<file path="config.mk">
export PLATFORM = sky130hd
export DESIGN_NAME = alu_issue_top
export DESIGN_NICKNAME = d
export VERILOG_FILES = /design/src/core_types_pkg.sv /design/src/alu_op_pkg.sv /design/src/alu_exec.sv /design/src/alu_iq.sv /design/src/alu_issue_top.sv /design/src/iq_entry.sv /design/src/result_fifo.sv
export VERILOG_INCLUDE_DIRS = /design/src
export SDC_FILE = /design/constraint.sdc
export NUM_CORES = 2
export LEC_CHECK = 0
export BUFFER_PORTS_ARGS = -buffer_cell sky130_fd_sc_hd__buf_4
export CAP_MARGIN = 20
export CORE_MARGIN = 2
export CORE_UTILIZATION = 60
export DETAILED_ROUTE_END_ITERATION = 10
export PLACE_DENSITY = 0.77
export SYNTH_ARGS = -nofsm -noshare
export SYNTH_HDL_FRONTEND = slang
export SYNTH_HIERARCHICAL = 1
export SYNTH_SLANG_ARGS = --single-unit
</file>
<file path="constraint.sdc">
create_clock -name clk -period 12.4 [get_ports clk]
set_input_delay 0.62 -clock clk [delete_from_list [all_inputs] [get_ports clk]]
set_output_delay 0.62 -clock clk [all_outputs]
set_load 0.03 [all_outputs]
</file>
<file path="src/alu_issue_defines.svh">
`ifndef ALU_ISSUE_DEFINES_SVH
`define ALU_ISSUE_DEFINES_SVH

// datapath widths
`define ALU_XLEN 32
`define ROB_ID_W 6

// ----------------------------------------
// issue queue sizing
// ----------------------------------------
`define IQ_SIZE 4

// one-hot age, saturates at the msb
`define AGING_LEN 4

// result broadcast ports
`define CDB_CNT 2

`define RES_FIFO_DEPTH 4

`endif

</file>
<file path="src/core_types_pkg.sv">
`default_nettype none

`include "alu_issue_defines.svh"

package core_types_pkg;

    // machine word and rob tag
    typedef logic [`ALU_XLEN-1:0] word_t;
    typedef logic [`ROB_ID_W-1:0] rob_id_t;

    // ----------------------------------------
    // one beat on a common data bus port
    // ----------------------------------------
    typedef struct packed {
        logic    valid;
        rob_id_t rob_id;
        word_t   data;
    } cdb_beat_t;

    // finished alu result toward the consumer
    typedef struct packed {
        rob_id_t rob_id;
        // set when the result writes a register
        logic    w_reg;
        word_t   w_data;
    } alu_result_t;

endpackage

`default_nettype wire

</file>
<file path="src/alu_op_pkg.sv">
`default_nettype none

package alu_op_pkg;

    // ----------------------------------------
    // integer alu opcodes
    // ----------------------------------------
    typedef enum logic [3:0] {
        OP_ADD  = 4'd0,
        OP_SUB  = 4'd1,
        OP_AND  = 4'd2,
        OP_OR   = 4'd3,
        OP_XOR  = 4'd4,
        OP_SLL  = 4'd5,
        OP_SRL  = 4'd6,
        OP_SRA  = 4'd7,
        OP_SLT  = 4'd8,
        OP_SLTU = 4'd9,
        // passes operand b through
        OP_LUI  = 4'd10
    } alu_op_e;

    // dispatched instruction, index 0 is operand a
    typedef struct packed {
        alu_op_e                            op;
        core_types_pkg::rob_id_t            rob_id;
        logic                               w_reg;
        core_types_pkg::rob_id_t [1:0]      src_tag;
        logic [1:0]                         src_valid;
        core_types_pkg::word_t [1:0]        src_data;
    } alu_inst_t;

endpackage

`default_nettype wire

</file>
<file path="src/alu_exec.sv">
`timescale 1ns/100ps
`default_nettype none

module alu_exec (
    input  wire  alu_op_pkg::alu_op_e   op_i,
    input  wire  core_types_pkg::word_t a_i,
    input  wire  core_types_pkg::word_t b_i,
    output core_types_pkg::word_t       result_o
);
    import alu_op_pkg::*;

    logic [4:0] shamt;

    // shift amount from the low bits of b
    assign shamt = b_i[4:0];

    always_comb begin
        case (op_i)
            OP_ADD:  result_o = a_i + b_i;
            OP_SUB:  result_o = a_i - b_i;
            OP_AND:  result_o = a_i & b_i;
            OP_OR:   result_o = a_i | b_i;
            OP_XOR:  result_o = a_i ^ b_i;
            OP_SLL:  result_o = a_i << shamt;
            OP_SRL:  result_o = a_i >> shamt;
            OP_SRA:  result_o = $signed(a_i) >>> shamt;
            // comparisons give 0 or 1
            OP_SLT: begin
                result_o = '0;
                result_o[0] = $signed(a_i) < $signed(b_i);
            end
            OP_SLTU: begin
                result_o = '0;
                result_o[0] = a_i < b_i;
            end
            OP_LUI:  result_o = b_i;
            default: result_o = '0;
        endcase
    end

endmodule

`default_nettype wire

</file>
<file path="src/alu_iq.sv">
`timescale 1ns/100ps
`default_nettype none

`include "alu_issue_defines.svh"

module alu_iq (
    input  wire                                            clk,
    input  wire                                            rst_i,
    input  wire                                            flush_i,
    input  wire  alu_op_pkg::alu_inst_t                    disp_i,
    input  wire                                            disp_valid_i,
    output logic                                           iq_ready_o,
    input  wire  core_types_pkg::cdb_beat_t [`CDB_CNT-1:0] cdb_i,
    input  wire                                            fifo_ready_i,
    output core_types_pkg::alu_result_t                    res_o,
    output logic                                           res_valid_o
);
    import core_types_pkg::*;
    import alu_op_pkg::*;

    localparam int CNT_W = $clog2(`IQ_SIZE) + 1;
    localparam int IDX_W = $clog2(`IQ_SIZE);

    logic [`IQ_SIZE-1:0]                 entry_ready;
    logic [`IQ_SIZE-1:0]                 entry_select;
    logic [`IQ_SIZE-1:0]                 entry_init;
    logic [`IQ_SIZE-1:0]                 entry_busy_q;
    alu_inst_t [`IQ_SIZE-1:0]            entry_inst;
    logic [`IQ_SIZE-1:0][`AGING_LEN-1:0] age_q;
    logic [IDX_W-1:0]                    sel_idx;
    logic                                sel_any;
    logic [CNT_W-1:0]                    free_cnt_q;
    logic [CNT_W-1:0]                    free_nxt;
    logic                                disp_fire;
    logic                                issue_fire;
    logic                                advance;
    logic                                ex_valid_q;
    alu_inst_t                           ex_inst_q;
    word_t                               ex_result;
    logic                                res_valid_q;
    alu_result_t                         res_q;

    assign disp_fire  = disp_valid_i && iq_ready_o;
    // pipeline moves when the result register can hand off
    assign advance    = !res_valid_q || fifo_ready_i;
    assign issue_fire = advance && sel_any;

    // ----------------------------------------
    // age based select
    // ----------------------------------------
    // larger one-hot age is older, ties go to the lower index
    always_comb begin
        sel_idx = '0;
        sel_any = 1'b0;
        for (int i = 0; i < `IQ_SIZE; i++) begin
            if (entry_ready[i] && (!sel_any || (age_q[i] > age_q[sel_idx]))) begin
                sel_idx = IDX_W'(i);
                sel_any = 1'b1;
            end
        end
        entry_select = '0;
        entry_select[sel_idx] = issue_fire;
    end

    // new entries start young, issued ones clear
    always_ff @(posedge clk) begin
        if (rst_i || flush_i) begin
            age_q <= '0;
        end else begin
            for (int i = 0; i < `IQ_SIZE; i++) begin
                if (entry_select[i] || entry_init[i]) begin
                    age_q[i] <= '0;
                end else if (age_q[i] == '0) begin
                    age_q[i] <= `AGING_LEN'(1);
                end else if (!age_q[i][`AGING_LEN-1]) begin
                    age_q[i] <= age_q[i] << 1;
                end
            end
        end
    end

    // ----------------------------------------
    // dispatch slot and free count
    // ----------------------------------------
    always_comb begin
        entry_init = '0;
        for (int i = 0; i < `IQ_SIZE; i++) begin
            if (!entry_busy_q[i] && (entry_init == '0)) begin
                entry_init[i] = disp_fire;
            end
        end
    end

    always_ff @(posedge clk) begin
        if (rst_i || flush_i) begin
            entry_busy_q <= '0;
        end else begin
            entry_busy_q <= (entry_busy_q & ~entry_select) | entry_init;
        end
    end

    assign free_nxt = free_cnt_q - CNT_W'(disp_fire) + CNT_W'(issue_fire);

    always_ff @(posedge clk) begin
        if (rst_i || flush_i) begin
            free_cnt_q <= CNT_W'(`IQ_SIZE);
            iq_ready_o <= 1'b1;
        end else begin
            free_cnt_q <= free_nxt;
            iq_ready_o <= (free_nxt != '0);
        end
    end

    for (genvar i = 0; i < `IQ_SIZE; i++) begin : gen_entry
        iq_entry u_entry (
            .clk      (clk),
            .rst_i    (rst_i),
            .flush_i  (flush_i),
            .init_i   (entry_init[i]),
            .inst_i   (disp_i),
            .cdb_i    (cdb_i),
            .select_i (entry_select[i]),
            .ready_o  (entry_ready[i]),
            .inst_o   (entry_inst[i])
        );
    end

    // ----------------------------------------
    // two stage execute
    // ----------------------------------------
    always_ff @(posedge clk) begin
        if (rst_i || flush_i) begin
            ex_valid_q  <= 1'b0;
            res_valid_q <= 1'b0;
        end else if (advance) begin
            ex_valid_q  <= issue_fire;
            res_valid_q <= ex_valid_q;
        end
    end

    always_ff @(posedge clk) begin
        if (advance) begin
            ex_inst_q    <= entry_inst[sel_idx];
            res_q.rob_id <= ex_inst_q.rob_id;
            res_q.w_reg  <= ex_inst_q.w_reg;
            res_q.w_data <= ex_result;
        end
    end

    alu_exec u_exec (
        .op_i     (ex_inst_q.op),
        .a_i      (ex_inst_q.src_data[0]),
        .b_i      (ex_inst_q.src_data[1]),
        .result_o (ex_result)
    );

    assign res_o       = res_q;
    assign res_valid_o = res_valid_q;

    a_free_bound : assert property (
        @(posedge clk) disable iff (rst_i)
        free_cnt_q <= CNT_W'(`IQ_SIZE)
    );

    // dispatch must respect the registered not-full level
    a_no_disp_full : assert property (
        @(posedge clk) disable iff (rst_i || flush_i)
        !(disp_valid_i && !iq_ready_o)
    );

endmodule

`default_nettype wire

</file>
<file path="src/alu_issue_top.sv">
`timescale 1ns/100ps
`default_nettype none

`include "alu_issue_defines.svh"

module alu_issue_top (
    input  wire                                            clk,
    input  wire                                            rst_i,
    input  wire                                            flush_i,
    input  wire  alu_op_pkg::alu_inst_t                    disp_i,
    input  wire                                            disp_valid_i,
    output logic                                           iq_ready_o,
    input  wire  core_types_pkg::cdb_beat_t [`CDB_CNT-1:0] cdb_i,
    output core_types_pkg::alu_result_t                    res_o,
    output logic                                           res_valid_o,
    input  wire                                            res_ready_i
);
    import core_types_pkg::*;

    alu_result_t iq_res;
    logic        iq_res_valid;
    logic        fifo_ready;

    // issue queue and execute
    alu_iq u_iq (
        .clk          (clk),
        .rst_i        (rst_i),
        .flush_i      (flush_i),
        .disp_i       (disp_i),
        .disp_valid_i (disp_valid_i),
        .iq_ready_o   (iq_ready_o),
        .cdb_i        (cdb_i),
        .fifo_ready_i (fifo_ready),
        .res_o        (iq_res),
        .res_valid_o  (iq_res_valid)
    );

    // results toward the consumer
    result_fifo u_fifo (
        .clk     (clk),
        .rst_i   (rst_i),
        .flush_i (flush_i),
        .push_i  (iq_res_valid),
        .data_i  (iq_res),
        .ready_o (fifo_ready),
        .data_o  (res_o),
        .valid_o (res_valid_o),
        .pop_i   (res_ready_i)
    );

endmodule

`default_nettype wire

</file>
<file path="src/iq_entry.sv">
`timescale 1ns/100ps
`default_nettype none

`include "alu_issue_defines.svh"

module iq_entry (
    input  wire                                           clk,
    input  wire                                           rst_i,
    input  wire                                           flush_i,
    input  wire                                           init_i,
    input  wire  alu_op_pkg::alu_inst_t                   inst_i,
    input  wire  core_types_pkg::cdb_beat_t [`CDB_CNT-1:0] cdb_i,
    input  wire                                           select_i,
    output logic                                          ready_o,
    output alu_op_pkg::alu_inst_t                         inst_o
);
    import alu_op_pkg::*;

    logic      occ_q;
    alu_inst_t inst_q;
    alu_inst_t inst_nxt;

    // ----------------------------------------
    // operand capture from the cdb
    // ----------------------------------------
    // a fresh dispatch is also checked, so a tag broadcast on the
    // dispatch edge is not missed
    always_comb begin
        inst_nxt = init_i ? inst_i : inst_q;
        for (int s = 0; s < 2; s++) begin
            for (int p = 0; p < `CDB_CNT; p++) begin
                if (!inst_nxt.src_valid[s] && cdb_i[p].valid &&
                    (cdb_i[p].rob_id == inst_nxt.src_tag[s])) begin
                    inst_nxt.src_data[s]  = cdb_i[p].data;
                    inst_nxt.src_valid[s] = 1'b1;
                end
            end
        end
    end

    always_ff @(posedge clk) begin
        if (init_i || occ_q) begin
            inst_q <= inst_nxt;
        end
    end

    // occupied bit
    always_ff @(posedge clk) begin
        if (rst_i || flush_i) begin
            occ_q <= 1'b0;
        end else if (init_i) begin
            occ_q <= 1'b1;
        end else if (select_i) begin
            occ_q <= 1'b0;
        end
    end

    assign ready_o = occ_q && (&inst_q.src_valid);
    assign inst_o  = inst_q;

    // the queue only loads free slots and only issues occupied ones
    a_init_select_excl : assert property (
        @(posedge clk) disable iff (rst_i)
        !(init_i && select_i)
    );

endmodule

`default_nettype wire

</file>
<file path="src/result_fifo.sv">
`timescale 1ns/100ps
`default_nettype none

`include "alu_issue_defines.svh"

module result_fifo (
    input  wire                                clk,
    input  wire                                rst_i,
    input  wire                                flush_i,
    input  wire                                push_i,
    input  wire  core_types_pkg::alu_result_t  data_i,
    output logic                               ready_o,
    output core_types_pkg::alu_result_t        data_o,
    output logic                               valid_o,
    input  wire                                pop_i
);
    import core_types_pkg::*;

    localparam int PTR_W = $clog2(`RES_FIFO_DEPTH);
    localparam int CNT_W = PTR_W + 1;

    alu_result_t      mem [`RES_FIFO_DEPTH];
    logic [PTR_W-1:0] wr_ptr_q;
    logic [PTR_W-1:0] rd_ptr_q;
    logic [CNT_W-1:0] count_q;
    logic             push_fire;
    logic             pop_fire;

    assign ready_o   = (count_q != CNT_W'(`RES_FIFO_DEPTH));
    assign valid_o   = (count_q != '0);
    assign push_fire = push_i && ready_o;
    assign pop_fire  = pop_i && valid_o;
    assign data_o    = mem[rd_ptr_q];

    always_ff @(posedge clk) begin
        if (push_fire) begin
            mem[wr_ptr_q] <= data_i;
        end
    end

    // pointers wrap on the power of two depth
    always_ff @(posedge clk) begin
        if (rst_i || flush_i) begin
            wr_ptr_q <= '0;
            rd_ptr_q <= '0;
            count_q  <= '0;
        end else begin
            wr_ptr_q <= wr_ptr_q + PTR_W'(push_fire);
            rd_ptr_q <= rd_ptr_q + PTR_W'(pop_fire);
            count_q  <= count_q + CNT_W'(push_fire) - CNT_W'(pop_fire);
        end
    end

    // a push refused while full is offered again with the same record
    a_no_push_full : assert property (
        @(posedge clk) disable iff (rst_i || flush_i)
        (push_i && !ready_o) |=> (push_i && $stable(data_i))
    );

endmodule

`default_nettype wire
</file>
==> results.md <==
* Cells after Synth at 3945
* RSZ-0062 raised after global routing: no
* DRT iter0 DRCs at 3892
* Overflow after GRT at 0
* Met2 GRT Util at 0.556
* Post-place setup slack at 5.63 ns
* Seq cells post-synth at 663
* Worst skew pair latency at 0.63 ns
* 1st-pass router iterations at 9
* Sink Count at 663
* Cell Pwr Density at 122 nW/um2
* Seq pwr share at 0.452
* CP Data Arrival Time at 7.25 ns
* Most frequent cells after synthesis: edfxtp_1, nand2_1, inv_1
* Clock buffer depth at 3
* Hpwl dp at 86200 um
* Post-synth EDFFs at 626
* Min-Delay Endpoint: u_iq/gen_entry[0].u_entry/inst_o[82]$_DFFE_PP_
* Die H at 275 um
* Final ANT Viol Nets at 0
* TritonCTS clock tree: done
* Site Rows at 99
* Hold path startpoint: disp_i[82]
* CORE AREA at 73000 um2
* Worst-margin pin slew at 1.17 ns
* Post-route minimum period at 6.83 ns
* # hold bufs at CTS at 0
* Layout cell share with drive strength beyond 1 at 0.210
* FILL cells at 5423
* Fin nets at 4307
* Worst Skew at 0.0261 ns
* M3 GR Usage at 0.0552
* R2R cell count at 19
* Grt met1 use at 0.442
* Leak Pwr at 21.0 nW
* Int Power at 0.00426 W
* Switching share of power at 0.276
* Setup Buffers After CTS at 0
* Syn Nets at 4238
* Hold slack at 0.220 ns
* Slew Limit Fails at 0
* Max_cap viols at 0
* GRT Resource Usage Total at 0.341
* WP data required at 12.82 ns
* Num CTS Buffers at 70
* Post-Syn Area at 44100 um2
* Most numerous cell in the Yosys netlist: edfxtp_1
* CP Capture Type: flip-flop
* Die footprint at 75800 um2
* Post-CTS sizing at 0
* Clk network pwr share at 0.380
* FMAX at 146 MHz
* DIE WIDTH at 275 um
* Final wirelength at 132000 um
* Average cell area after synthesis at 11.2 um2
* Critical Path Source Type: flip-flop
* Switch Pwr at 0.00162 W
* Largest net degree at the start of global routing at 86
* Final setup vio count at 0
* Comb power frac at 0.169
* Synth Warn # at 6
* Hold Crit Depth at 1
* Final Hold Fails at 0
* I/O Buffers at 212
* Top_reg_cell synth: edfxtp_1
* Antenna violations before repair at 9
* Top cells by area, synth: edfxtp_1, mux2_4, mux2i_1
* Peak per-stage delay on the critical path at 0.70 ns
* Leading area contributor after synthesis: edfxtp_1
* Crit Path Max Fanout at 62
* Vias in the first global route at 31700
* Routed WL per cell at 26.1 um
* Global placer's final weighted congestion at 1.02
* Root Buffer: clkbuf_16
* Initial Util at 0.605
* Reg-to-Reg End: u_iq/ex_inst_q[84]$_DFFE_PP_
* Netlist cell types at 107
* I/O pin count at 213
* Tcrit/Tclk final at 0.551
* Remaining DRCs at 0
* Slowest-stage cell, CP: buf_4
* Sequential-to-total area share from yosys stat at 0.443
* Via/cell ratio at 6.55
* Via count at 32900
* Fraction of registers with async set/reset at 0
* Status: complete, no violations
* Slew HR at 0.223
* Max VDD drop at 0.130 mV
* First-pass GRT wire length at 195000 um
* Number of H-tree levels at 3
* WS Path Type: flip-flop to flip-flop
* Reg2reg setup slack at 5.57 ns
* Final core utilization at 0.663
* CP cell instances: inv_1 > ha_1 > o211ai_1 > a211oi_4 > buf_4 > mux2i_1 > ha_1 > nand4_1 > o21ai_4 > a21o_2 > mux2_2 > ha_1 > a21oi_1 > nand4_1 > nand2_1 > buf_4 > nand3_2 > buf_4 > o221ai_1
* Hold WC Path Type: primary input to flip-flop
* CP bufs+invs at 4
* Share of the synthesized area in the top cell type at 0.426
* Setup TNS at 0 ns
* Family with the most delay on the worst path: buffers and inverters
* Final setup margin at 5.57 ns
* Syn-to-layout area delta at 9.58%
* R2R Path Start: u_iq/age_q[3]$_SDFF_PP0_
* GRT busiest layer: met2
* Beginning of the critical path: u_iq/age_q[3]$_SDFF_PP0_
* Worst-path clk slew at 0.06 ns
[flip-flops by register name (all words and copies together), names as in the netlist]
signal and count:
u_fifo/mem 156, u_iq/iq_ready_o 1, u_iq/free_cnt_q 3, u_fifo/count_q 3
u_iq/ex_valid_q 1, u_iq/entry_busy_q 4, u_fifo/wr_ptr_q 2, u_iq/age_q 16
u_iq/gen_entry.u_entry/inst_o 356, u_iq/res_valid_o 1, u_fifo/rd_ptr_q 2, u_iq/res_o 39
u_iq/gen_entry.u_entry/occ_q 4, u_iq/ex_inst_q 75
[cells by family after synthesis]
family                   share of synthesized area
AO/OA/AOI/OAI                                0.119
flip-flops                                   0.443
buffers and inverters                       0.0690
multiplexers                                 0.214
adder cells (fa/ha/maj)                     0.0350
XOR/XNOR                                    0.0266
AND/OR/NAND/NOR                             0.0940
[layout by cell type (no fill, tap or decap), drive strengths merged, types with 20 or more instances in the layout]
cell type	count
a21o	24
xnor2	78
o21ai	146
clkinv	25
mux4	72
nand2	432
a21oi	139
buf	270
nor2	216
nor4	23
o221ai	68
nand4	28
a22oi	21
dfxtp	37
xor2	56
o211ai	25
nand3	39
or3	20
mux2	265
mux2i	380
ha	117
a211oi	94
a31oi	74
edfxtp	626
nor3	58
clkbuf	88
inv	405
[worst max path at each step]
stage,to,cells past startpoint
final,u_iq/ex_inst_q[84]$_DFFE_PP_,19
after global placement,u_iq/ex_inst_q[88]$_DFFE_PP_,19
after floorplan,u_iq/iq_ready_o$_SDFF_PP1_,12
after CTS,u_iq/ex_inst_q[2]$_DFFE_PP_,19
after detailed placement,u_iq/ex_inst_q[9]$_DFFE_PP_,19
after global routing,u_iq/ex_inst_q[84]$_DFFE_PP_,19
[per-layer routing]
layer,vias up,share of wire
met1,15900,0.38
met3,448,0.099
li1,14500,-
met2,2052,0.47
met5,-,0.000084
met4,2,0.054
[power by group through the flow]
stage / clock, W / sequential [W] / combinational (W)
3_5_place_dp: 0 / 0.00270 / 0.000954
4_1_cts: 0.00225 / 0.00266 / 0.000960
6_report: 0.00224 / 0.00266 / 0.000993
3_3_place_gp: 0 / 0.00270 / 0.000948
5_1_grt: 0.00234 / 0.00267 / 0.00106
2_1_floorplan: 0 / 0.00265 / 0.000652
[layout make-up]
| class | instances | area (um2) | share of cell area |
|---|---|---|---|
| well taps | 959 | 1200 | 0.0248 |
| inverters | 406 | 1530 | 0.0316 |
| clock buffers | 88 | 1890 | 0.0391 |
| multi-input cells | 2603 | 21600 | 0.447 |
| repair buffers | 270 | 2030 | 0.0419 |
| flip-flops and latches | 663 | 19500 | 0.404 |
| diodes | 6 | 15.0 | 0.000310 |
| clock inverters | 38 | 527 | 0.0109 |
[stage by stage]
step                instance area [um2]  total power, W  cells
finish                            48400         0.00589   5033
global route                      48400         0.00606   5033
CTS                               48400         0.00587   5027
detailed placement                45900         0.00366   4901
global placement                  45900         0.00364   4901
floorplan                         44100         0.00331   3945
Power figures use the tool's default switching activity.
